[config.mk]
export PLATFORM = sky130hd
export DESIGN_NAME = rsrvs
export DESIGN_NICKNAME = d
export VERILOG_FILES = /design/src/common/rsrvs_pkg.sv /design/src/rsrvs/rsrvs.sv /design/src/rsrvs/rsrvs_exec_stage.sv /design/src/rsrvs/rsrvs_busy_stage.sv /design/src/rsrvs/rsrvs_operand_slot.sv
export VERILOG_INCLUDE_DIRS = /design/src /design/src/common
export SDC_FILE = /design/constraint.sdc
export NUM_CORES = 1
export LEC_CHECK = 0
export BUFFER_PORTS_ARGS = -buffer_cell sky130_fd_sc_hd__buf_2
export CORE_MARGIN = 5
export CORE_UTILIZATION = 45
export DETAILED_ROUTE_END_ITERATION = 8
export PLACE_DENSITY = 0.76
export SLEW_MARGIN = 20
export SYNTH_ARGS = -nofsm -noshare
export SYNTH_HDL_FRONTEND = slang
export SYNTH_SLANG_ARGS = --single-unit
[constraint.sdc]
create_clock -name cpu_clk -period 5.36 [get_ports cpu_clk]
set_clock_uncertainty 0.15 [all_clocks]
set_input_delay 1.34 -clock cpu_clk [delete_from_list [all_inputs] [get_ports cpu_clk]]
set_output_delay 1.34 -clock cpu_clk [all_outputs]
set_load 0.1 [all_outputs]
[src/common/rsrvs_defines.svh]
// reservation station widths

`ifndef RSRVS_DEFINES_SVH
`define RSRVS_DEFINES_SVH

////////////////////////////////////////////////////////////
// data path
////////////////////////////////////////////////////////////

// one operand, A1 or B1
`define RSRVS_OPERAND_WIDTH 32

// order control buffer tag, log2 of its depth
`define RSRVS_EXTADR_WIDTH 3

////////////////////////////////////////////////////////////
// command path
////////////////////////////////////////////////////////////

// unit command set
`define RSRVS_OP_WIDTH 4
// extra attributes for the command
`define RSRVS_OPC_WIDTH 2

`endif
[src/common/rsrvs_pkg.sv]
// reservation station types

`default_nettype none

`include "rsrvs_defines.svh"

package rsrvs_pkg;

  ////////////////////////////////////////////////////////////
  // plain vectors
  ////////////////////////////////////////////////////////////

  typedef logic [`RSRVS_OPERAND_WIDTH-1:0] operand_t;
  typedef logic [`RSRVS_EXTADR_WIDTH-1:0]  extadr_t;
  typedef logic [`RSRVS_OP_WIDTH-1:0]      op_t;
  typedef logic [`RSRVS_OPC_WIDTH-1:0]     opc_t;

  ////////////////////////////////////////////////////////////
  // bundles
  ////////////////////////////////////////////////////////////

  // hazard of one operand, d1 and d2 are exclusive
  typedef struct packed {
    logic    d1;
    logic    d2;
    extadr_t extadr;
  } hazard_t;

  // request from decode
  typedef struct packed {
    op_t      op;
    opc_t     opc;
    operand_t rfa1;
    operand_t rfb1;
  } dcod_req_t;

  // write-back bus, valid every cycle
  typedef struct packed {
    extadr_t  extadr;
    operand_t result1;
    operand_t result2;
  } wrbk_t;

  // command and operands to the unit
  typedef struct packed {
    logic     op_any;
    op_t      op;
    opc_t     opc;
    operand_t rfa1;
    operand_t rfb1;
  } exec_cmd_t;

  ////////////////////////////////////////////////////////////
  // selects
  ////////////////////////////////////////////////////////////

  // what the EXECUTE latches take
  typedef enum logic [1:0] {
    KEEP      = 2'b00,
    FROM_BUSY = 2'b01,
    FROM_DCOD = 2'b10,
    CLEAR     = 2'b11
  } exec_src_e;

  // {exec_ready, padv_rsrvs}
  typedef enum logic [1:0] {
    HOLD   = 2'b00,
    ARRIVE = 2'b01,
    DRAIN  = 2'b10,
    PASS   = 2'b11
  } adv_mode_e;

endpackage

`default_nettype wire

[src/rsrvs/rsrvs.sv]
// two-tap reservation station

`timescale 1ns/1ps
`default_nettype none

module rsrvs (
  // clock and reset
  input  logic                  cpu_clk,
  input  logic                  rst_i,
  // pipeline control
  input  logic                  pipeline_flush_i,
  input  logic                  padv_rsrvs_i,
  // unit accepts the EXECUTE contents
  input  logic                  taking_op_i,
  // from decode
  input  rsrvs_pkg::dcod_req_t  dcod_req_i,
  input  rsrvs_pkg::hazard_t    hazard_a1_i,
  input  rsrvs_pkg::hazard_t    hazard_b1_i,
  // write-back snoop
  input  rsrvs_pkg::wrbk_t      wrbk_i,
  // to the unit
  output rsrvs_pkg::exec_cmd_t  exec_cmd_o,
  // BUSY is empty
  output logic                  unit_free_o
);

  ////////////////////////////////////////////////////////////
  // internal wires
  ////////////////////////////////////////////////////////////

  // reset behaves as a flush
  logic                  clear;
  // EXECUTE can take a new command
  logic                  exec_ready;
  // per slot resolved state
  logic                  free_a1;
  logic                  free_b1;
  rsrvs_pkg::operand_t   busy_rfa1;
  rsrvs_pkg::operand_t   busy_rfb1;
  // latched BUSY command
  rsrvs_pkg::op_t        busy_op;
  rsrvs_pkg::opc_t       busy_opc;
  // EXECUTE load select
  rsrvs_pkg::exec_src_e  exec_src;

  assign clear = rst_i | pipeline_flush_i;

  ////////////////////////////////////////////////////////////
  // operand slots
  ////////////////////////////////////////////////////////////

  // operand A1
  rsrvs_operand_slot u_slot_a1 (
    .cpu_clk_i      (cpu_clk),
    .clear_i        (clear),
    .load_i         (padv_rsrvs_i),
    .dcod_operand_i (dcod_req_i.rfa1),
    .dcod_hazard_i  (hazard_a1_i),
    .wrbk_i         (wrbk_i),
    .value_o        (busy_rfa1),
    .free_o         (free_a1)
  );

  // operand B1
  rsrvs_operand_slot u_slot_b1 (
    .cpu_clk_i      (cpu_clk),
    .clear_i        (clear),
    .load_i         (padv_rsrvs_i),
    .dcod_operand_i (dcod_req_i.rfb1),
    .dcod_hazard_i  (hazard_b1_i),
    .wrbk_i         (wrbk_i),
    .value_o        (busy_rfb1),
    .free_o         (free_b1)
  );

  ////////////////////////////////////////////////////////////
  // stages
  ////////////////////////////////////////////////////////////

  rsrvs_busy_stage u_busy_stage (
    .cpu_clk_i    (cpu_clk),
    .clear_i      (clear),
    .padv_rsrvs_i (padv_rsrvs_i),
    .exec_ready_i (exec_ready),
    .dcod_req_i   (dcod_req_i),
    .hazard_a1_i  (hazard_a1_i),
    .hazard_b1_i  (hazard_b1_i),
    .free_a1_i    (free_a1),
    .free_b1_i    (free_b1),
    .busy_op_o    (busy_op),
    .busy_opc_o   (busy_opc),
    .exec_src_o   (exec_src),
    .unit_free_o  (unit_free_o)
  );

  rsrvs_exec_stage u_exec_stage (
    .cpu_clk_i    (cpu_clk),
    .clear_i      (clear),
    .taking_op_i  (taking_op_i),
    .exec_src_i   (exec_src),
    .dcod_req_i   (dcod_req_i),
    .busy_op_i    (busy_op),
    .busy_opc_i   (busy_opc),
    .busy_rfa1_i  (busy_rfa1),
    .busy_rfb1_i  (busy_rfb1),
    .exec_ready_o (exec_ready),
    .exec_cmd_o   (exec_cmd_o)
  );

endmodule

`default_nettype wire

[src/rsrvs/rsrvs_exec_stage.sv]
// EXECUTE stage latches

`timescale 1ns/1ps
`default_nettype none

module rsrvs_exec_stage (
  input  logic                  cpu_clk_i,
  // reset or flush
  input  logic                  clear_i,
  // unit consumes current contents
  input  logic                  taking_op_i,
  // load select from BUSY stage
  input  rsrvs_pkg::exec_src_e  exec_src_i,
  input  rsrvs_pkg::dcod_req_t  dcod_req_i,
  // BUSY command and forwarded operands
  input  rsrvs_pkg::op_t        busy_op_i,
  input  rsrvs_pkg::opc_t       busy_opc_i,
  input  rsrvs_pkg::operand_t   busy_rfa1_i,
  input  rsrvs_pkg::operand_t   busy_rfb1_i,
  output logic                  exec_ready_o,
  output rsrvs_pkg::exec_cmd_t  exec_cmd_o
);

  // EXECUTE holds a command
  logic exec_valid;

  // empty latches or unit taking them
  assign exec_ready_o = (~exec_valid) | taking_op_i;

  ////////////////////////////////////////////////////////////
  // command and attributes
  ////////////////////////////////////////////////////////////

  always_ff @(posedge cpu_clk_i) begin
    if (clear_i) begin
      exec_valid     <= 1'b0;
      exec_cmd_o.op  <= '0;
      exec_cmd_o.opc <= '0;
    end else begin
      case (exec_src_i)
        rsrvs_pkg::FROM_BUSY: begin
          exec_valid     <= 1'b1;
          exec_cmd_o.op  <= busy_op_i;
          exec_cmd_o.opc <= busy_opc_i;
        end
        rsrvs_pkg::FROM_DCOD: begin
          exec_valid     <= 1'b1;
          exec_cmd_o.op  <= dcod_req_i.op;
          exec_cmd_o.opc <= dcod_req_i.opc;
        end
        // bubble into the unit
        rsrvs_pkg::CLEAR: begin
          exec_valid     <= 1'b0;
          exec_cmd_o.op  <= '0;
          exec_cmd_o.opc <= '0;
        end
        default: begin
        end
      endcase
    end
  end

  ////////////////////////////////////////////////////////////
  // operands
  ////////////////////////////////////////////////////////////

  // stale values under a bubble, op_any tells
  always_ff @(posedge cpu_clk_i) begin
    case (exec_src_i)
      rsrvs_pkg::FROM_BUSY: begin
        exec_cmd_o.rfa1 <= busy_rfa1_i;
        exec_cmd_o.rfb1 <= busy_rfb1_i;
      end
      rsrvs_pkg::FROM_DCOD: begin
        exec_cmd_o.rfa1 <= dcod_req_i.rfa1;
        exec_cmd_o.rfb1 <= dcod_req_i.rfb1;
      end
      default: begin
      end
    endcase
  end

  // valid flag goes out every cycle
  assign exec_cmd_o.op_any = exec_valid;

endmodule

`default_nettype wire

[src/rsrvs/rsrvs_busy_stage.sv]
// BUSY stage and load control

`timescale 1ns/1ps
`default_nettype none

module rsrvs_busy_stage (
  input  logic                  cpu_clk_i,
  // reset or flush
  input  logic                  clear_i,
  input  logic                  padv_rsrvs_i,
  // EXECUTE empty or being taken
  input  logic                  exec_ready_i,
  input  rsrvs_pkg::dcod_req_t  dcod_req_i,
  input  rsrvs_pkg::hazard_t    hazard_a1_i,
  input  rsrvs_pkg::hazard_t    hazard_b1_i,
  // slots resolved this cycle
  input  logic                  free_a1_i,
  input  logic                  free_b1_i,
  output rsrvs_pkg::op_t        busy_op_o,
  output rsrvs_pkg::opc_t       busy_opc_o,
  output rsrvs_pkg::exec_src_e  exec_src_o,
  output logic                  unit_free_o
);

  // pipe advance mode
  rsrvs_pkg::adv_mode_e adv_mode;
  // decode instruction waits on some operand
  logic dcod_hazard;
  // all BUSY operands resolved
  logic all_free;
  // BUSY occupancy
  logic busy_valid;
  // BUSY takes decode
  logic busy_take;
  // BUSY moves to EXECUTE
  logic busy_drain;

  assign adv_mode    = rsrvs_pkg::adv_mode_e'({exec_ready_i, padv_rsrvs_i});
  assign dcod_hazard = hazard_a1_i.d1 | hazard_a1_i.d2 |
                       hazard_b1_i.d1 | hazard_b1_i.d2;
  assign all_free    = free_a1_i & free_b1_i;

  // hazard insn or blocked EXECUTE parks in BUSY
  assign busy_take  = (adv_mode == rsrvs_pkg::ARRIVE) |
                      ((adv_mode == rsrvs_pkg::PASS) & dcod_hazard);
  assign busy_drain = (adv_mode == rsrvs_pkg::DRAIN) & busy_valid & all_free;

  ////////////////////////////////////////////////////////////
  // EXECUTE select
  ////////////////////////////////////////////////////////////

  always_comb begin
    case (adv_mode)
      rsrvs_pkg::HOLD,
      rsrvs_pkg::ARRIVE: exec_src_o = rsrvs_pkg::KEEP;
      // empty or unresolved BUSY leaves a bubble
      rsrvs_pkg::DRAIN:  exec_src_o = busy_drain ? rsrvs_pkg::FROM_BUSY : rsrvs_pkg::CLEAR;
      rsrvs_pkg::PASS:   exec_src_o = dcod_hazard ? rsrvs_pkg::CLEAR : rsrvs_pkg::FROM_DCOD;
      default:           exec_src_o = rsrvs_pkg::KEEP;
    endcase
  end

  ////////////////////////////////////////////////////////////
  // BUSY latches
  ////////////////////////////////////////////////////////////

  // occupancy
  always_ff @(posedge cpu_clk_i) begin
    if (clear_i) begin
      busy_valid <= 1'b0;
    end else if (busy_take) begin
      busy_valid <= 1'b1;
    end else if (busy_drain) begin
      busy_valid <= 1'b0;
    end
  end

  // command payload
  always_ff @(posedge cpu_clk_i) begin
    if (busy_take) begin
      busy_op_o  <= dcod_req_i.op;
      busy_opc_o <= dcod_req_i.opc;
    end
  end

  // decode may issue only into an empty BUSY
  assign unit_free_o = ~busy_valid;

endmodule

`default_nettype wire

[src/rsrvs/rsrvs_operand_slot.sv]
// operand slot with write-back forwarding

`timescale 1ns/1ps
`default_nettype none

module rsrvs_operand_slot (
  input  logic                 cpu_clk_i,
  // reset or flush
  input  logic                 clear_i,
  // decode advances into the station
  input  logic                 load_i,
  input  rsrvs_pkg::operand_t  dcod_operand_i,
  input  rsrvs_pkg::hazard_t   dcod_hazard_i,
  // write-back snoop
  input  rsrvs_pkg::wrbk_t     wrbk_i,
  // forwarded operand value
  output rsrvs_pkg::operand_t  value_o,
  // no hazard left after this cycle
  output logic                 free_o
);

  ////////////////////////////////////////////////////////////
  // slot state
  ////////////////////////////////////////////////////////////

  // flags plus producer tag
  rsrvs_pkg::hazard_t   hazard_r;
  // stored operand
  rsrvs_pkg::operand_t  operand_r;

  // operand still waits for some producer
  logic waiting;
  // producer shows up on write-back now
  logic wrbk_match;

  assign waiting    = hazard_r.d1 | hazard_r.d2;
  // tag only meaningful with a raised flag
  assign wrbk_match = waiting & (hazard_r.extadr == wrbk_i.extadr);

  // resolved in this very cycle counts as free
  assign free_o = (~waiting) | wrbk_match;

  ////////////////////////////////////////////////////////////
  // forwarding mux
  ////////////////////////////////////////////////////////////

  // d1 selects result1, d2 selects result2
  always_comb begin
    if (hazard_r.d1) begin
      value_o = wrbk_i.result1;
    end else if (hazard_r.d2) begin
      value_o = wrbk_i.result2;
    end else begin
      value_o = operand_r;
    end
  end

  ////////////////////////////////////////////////////////////
  // hazard flags and tag
  ////////////////////////////////////////////////////////////

  always_ff @(posedge cpu_clk_i) begin
    if (clear_i) begin
      hazard_r.d1 <= 1'b0;
      hazard_r.d2 <= 1'b0;
    end else if (load_i) begin
      // new instruction, take decode flags and tag
      hazard_r <= dcod_hazard_i;
    end else if (wrbk_match) begin
      // producer written back, stop forwarding
      hazard_r.d1 <= 1'b0;
      hazard_r.d2 <= 1'b0;
    end
  end

  ////////////////////////////////////////////////////////////
  // operand register
  ////////////////////////////////////////////////////////////

  // re-latch the mux output so a match is captured
  always_ff @(posedge cpu_clk_i) begin
    if (load_i) begin
      operand_r <= dcod_operand_i;
    end else begin
      operand_r <= value_o;
    end
  end

endmodule

`default_nettype wire

==> impl.org <==
** Final layout
- Nets :: 1070
- The top cell types in the final layout, fill and taps aside, are sky130_fd_sc_hd__buf_2 (222), sky130_fd_sc_hd__nand2_1 (134), sky130_fd_sc_hd__o21ai_0 (128), sky130_fd_sc_hd__edfxtp_1 (76), sky130_fd_sc_hd__dfxtp_1 (72).
- Final standard cell area without fillers :: 0.00866 mm2
- Most frequent standard cell in the layout excluding fill and tap cells :: sky130_fd_sc_hd__buf_2
- Compared with the post-synthesis result, the final layout area differs by 26.9%.
- The post-route netlist has 28.9% of its cells at a drive strength greater than 1.
- Final Util :: 57.6%

** Die
- The floorplan has 45 rows.
- The core region is 0.0150 mm2.
- Effective utilization at floorplan :: 45.4%
- In this run the count of I/O pins placed on the die edge is 224.
- In this run the horizontal extent of the chip is 133 um.
- Die Ht :: 133 um
- The floorplan step defined a die boundary enclosing 0.0177 mm2.

** Placement
- The congestion estimate from routability-driven global placement came to 0.818.
- The HPWL after detailed placement is 12300 um.
- Worst setup timing slack at the placement stage :: 1.36 ns
- Dpl cell area :: 0.00798 mm2
- # port buffers :: 223

** Route
- Wire length per cell :: 16.2 um
- The first routing iteration left 393 violations.
- Number of vias in the routed layout :: 5785
- Once detail routing completed, the nets flagged for antenna violations numbered 0.
- Using the TritonRoute via totals, the vias-per-cell ratio works out to 5.17.
- After detailed routing, the number of remaining DRC violations is 0.
- Before antenna repair, the detailed router went through 5 iterations.
- The final layout contains routed wiring with a total length of 18200 um.

** Clocking
- CTS saw 152 sinks.
- Clock transition at the register clock pins on the worst setup and hold paths after CTS :: 0.06 ns
- In this run the number of H-tree levels came out at 4.
- Clock tree from TritonCTS :: built
- The clock reaches the later pin of the worst-skew pair after 0.41 ns.
- Buffers added to address setup during post-CTS repair amount to 0.
- Buffers inserted to repair hold after CTS numbered 0.
- Library cell used as clock root buffer :: sky130_fd_sc_hd__clkbuf_16
- The clock passes through at most 2 buffers.
- Clock buffer count from CTS :: 17
- Post-CTS Resized :: 0

** Global routing
- Across every metal layer, demand over resource in global routing totals 19.9%.
- The via count of the first global-routing pass was 5573.
- Pin count of the biggest net entering global routing :: 67
- The initial antenna violation count is 4.
- For this run the aggregate overflow at the end of global routing stands at 0.
- Global-route wire length before repair :: 27900 um

** Power and ir drop
- Worst vdd ir :: 0.000185 V
- Power per cell area :: 368 mW/mm2
- Leakage power :: 0.00351 uW

** STA
- Maximum clock frequency :: 283 MHz
- The number of hold-slack violations in the final timing report was 0.
- Aggregate negative setup slack :: 0 ns
- Least-Margin Pin Slew :: 0.813 ns
- Endpoints failing setup :: 0
- Across all hold checks on the routed design, the worst slack comes to 0.360 ns.
- Once routing completed, OpenROAD measured the worst setup slack at 1.82 ns.
- Rel. slew slack :: 45.7%
- RSZ-0062 raised after global routing :: false
- The final number of max-transition violations was 0.
- Final Critical Period :: 3.54 ns
- In the finished design, the share of the clock period the worst path needs comes to 66.0%.

** Synth
- Synthesized cell area :: 0.00682 mm2
- Each instance of the synthesized netlist takes up on average 9.49 um2.
- Yosys synthesis warning count :: 0
- After synthesis, the netlist uses 26 different library cells.
- Post-Synthesis Net Count :: 874
- Sequential cell area fraction in the yosys report :: 55.7%
- Total of flip-flops plus latches after synthesis :: 152
- Count of mapped cells out of synthesis :: 719

** Critical path
- Worst Setup Path Type :: primary input to register
- The kind of cell with the highest combined delay along the critical path is buffers and inverters.
- The worst register-to-register path begins at u_slot_a1.hazard_r[1].
- For this run, the slowest stage of the critical path takes 0.59 ns.
- Critical-path cell list :: buf_2 > xnor2_1 > nand3_1 > a221oi_2 > a21oi_1 > ha_4 > inv_2 > buf_12
- Peak fanout along the critical path :: 33
- Critical Path Start :: wrbk_i[64]
- Required time worst endpoint :: 5.31 ns
- Library cell contributing the largest single delay on the critical path :: sky130_fd_sc_hd__inv_2
- Category of the worst setup path launch point :: primary input
- Setup crit end kind :: register
- Data arrival time of the critical path :: 3.49 ns
- Number of buffer and inverter stages on the critical path :: 3

** Worst hold path
- In this run the most critical hold path is launched from u_exec_stage.exec_cmd_o[68].
- Kind of path behind the tightest hold check :: register to register

** Job
- The tool flagged a number of max-cap violations equal to 0.

** Run status
- Outcome :: finished, final reports clean
cell type report:
cell class,instances,area [um2]
Fill cell,1311,6370
Sequential cell,152,3810
Multi-Input combinational cell,508,2720
Timing Repair Buffer,232,1200
Clock buffer,22,484
Tap cell,188,235
Clock inverter,9,193
Inverter,4,15.0
Antenna cell,3,7.51
kinds of logic (layout without fill, tap and decap cells):
family / Yosys count / count (layout) / share of synthesized area (%)
AOI/OAI and AO/OA: 208 / 208 / 15.8
xor gates and xnor gates: 6 / 6 / 0.770
adders and majority gates: 3 / 3 / 0.550
buffers and inverters: 59 / 267 / 4.58
DFF: 152 / 152 / 55.7
muxes: 64 / 64 / 9.39
other: 0 / 3 / 0
and+or+nand+nor: 227 / 227 / 13.1
path summary, 6_finish.rpt:
kind                                                     to  slack (ns)  cells after the start
worst max-delay path             u_exec_stage.exec_cmd_o[8]        1.82                      8
worst min register to register  u_exec_stage.exec_cmd_o[68]        0.36                      2
worst min-delay path            u_exec_stage.exec_cmd_o[68]        0.36                      2
worst max register to register   u_exec_stage.exec_cmd_o[8]        2.45                      7
stage by stage:
step           std cells  total power [uW]
3_3_place_gp        1084              1840
3_5_place_dp        1084              1850
4_1_cts             1115              3210
6_report            1118              3190
5_1_grt             1118              3310
2_1_floorplan        719              1710
tightest hold or removal path, delay by kind of cell, from the launching register on:
kind | cells | cell delay [ns]
flip-flops | 1 | 0.31
AND/OR/NAND/NOR | 2 | 0.15
layer usage:
metal	share of wire, %	wire length [um]	GRT usage, %	vias up
met5	0.072	13	0	-
met4	2.2	391	8.06	2
met3	7.6	1380	6.19	35
met2	49	8860	32.9	216
met1	41	7510	24.3	2639
li1	-	-	-	2893
synthesized netlist by cell type:
| cell | count | share of area (%) |
|---|---|---|
| sky130_fd_sc_hd__buf_6 | 8 | 1.3 |
| sky130_fd_sc_hd__edfxtp_1 | 76 | 33 |
| sky130_fd_sc_hd__a221oi_2 | 1 | 0.22 |
| sky130_fd_sc_hd__nor3_1 | 6 | 0.44 |
| sky130_fd_sc_hd__nor2b_1 | 7 | 0.64 |
| sky130_fd_sc_hd__ha_1 | 3 | 0.55 |
| sky130_fd_sc_hd__or2_2 | 1 | 0.092 |
| sky130_fd_sc_hd__o21ai_0 | 128 | 9.4 |
| sky130_fd_sc_hd__nand2b_1 | 1 | 0.092 |
| sky130_fd_sc_hd__xnor2_1 | 6 | 0.77 |
| sky130_fd_sc_hd__inv_1 | 4 | 0.22 |
| sky130_fd_sc_hd__a21o_1 | 1 | 0.11 |
| sky130_fd_sc_hd__nor4_1 | 1 | 0.092 |
| sky130_fd_sc_hd__nand2_1 | 134 | 7.4 |
| sky130_fd_sc_hd__a211oi_1 | 1 | 0.11 |
| sky130_fd_sc_hd__buf_2 | 16 | 1.2 |
| sky130_fd_sc_hd__a221oi_1 | 6 | 0.77 |
| sky130_fd_sc_hd__a21oi_1 | 71 | 5.2 |
| sky130_fd_sc_hd__nor2_1 | 69 | 3.8 |
| sky130_fd_sc_hd__clkbuf_1 | 28 | 1.5 |
| sky130_fd_sc_hd__mux2i_1 | 64 | 9.4 |
| sky130_fd_sc_hd__dfxtp_1 | 76 | 22 |
| sky130_fd_sc_hd__or2_0 | 1 | 0.092 |
| sky130_fd_sc_hd__nand3_1 | 6 | 0.44 |
| sky130_fd_sc_hd__or2_1 | 1 | 0.092 |
| sky130_fd_sc_hd__buf_4 | 3 | 0.33 |
sequential cells by signal (all words and copies together) (netlist names):
| signal | flops |
|---|---|
| u_busy_stage.busy_op_o | 4 |
| u_busy_stage.busy_opc_o | 2 |
| u_busy_stage.busy_valid | 1 |
| u_exec_stage.exec_cmd_o | 70 |
| u_exec_stage.exec_valid | 1 |
| u_slot_a1.hazard_r | 5 |
| u_slot_a1.operand_r | 32 |
| u_slot_b1.hazard_r | 5 |
| u_slot_b1.operand_r | 32 |
report_power, final:
group	switching, uW	internal (uW)
combinational	344	142
clock	440	917
sequential	22.0	1320
Note: power is estimated with default switching activity, not from simulation.
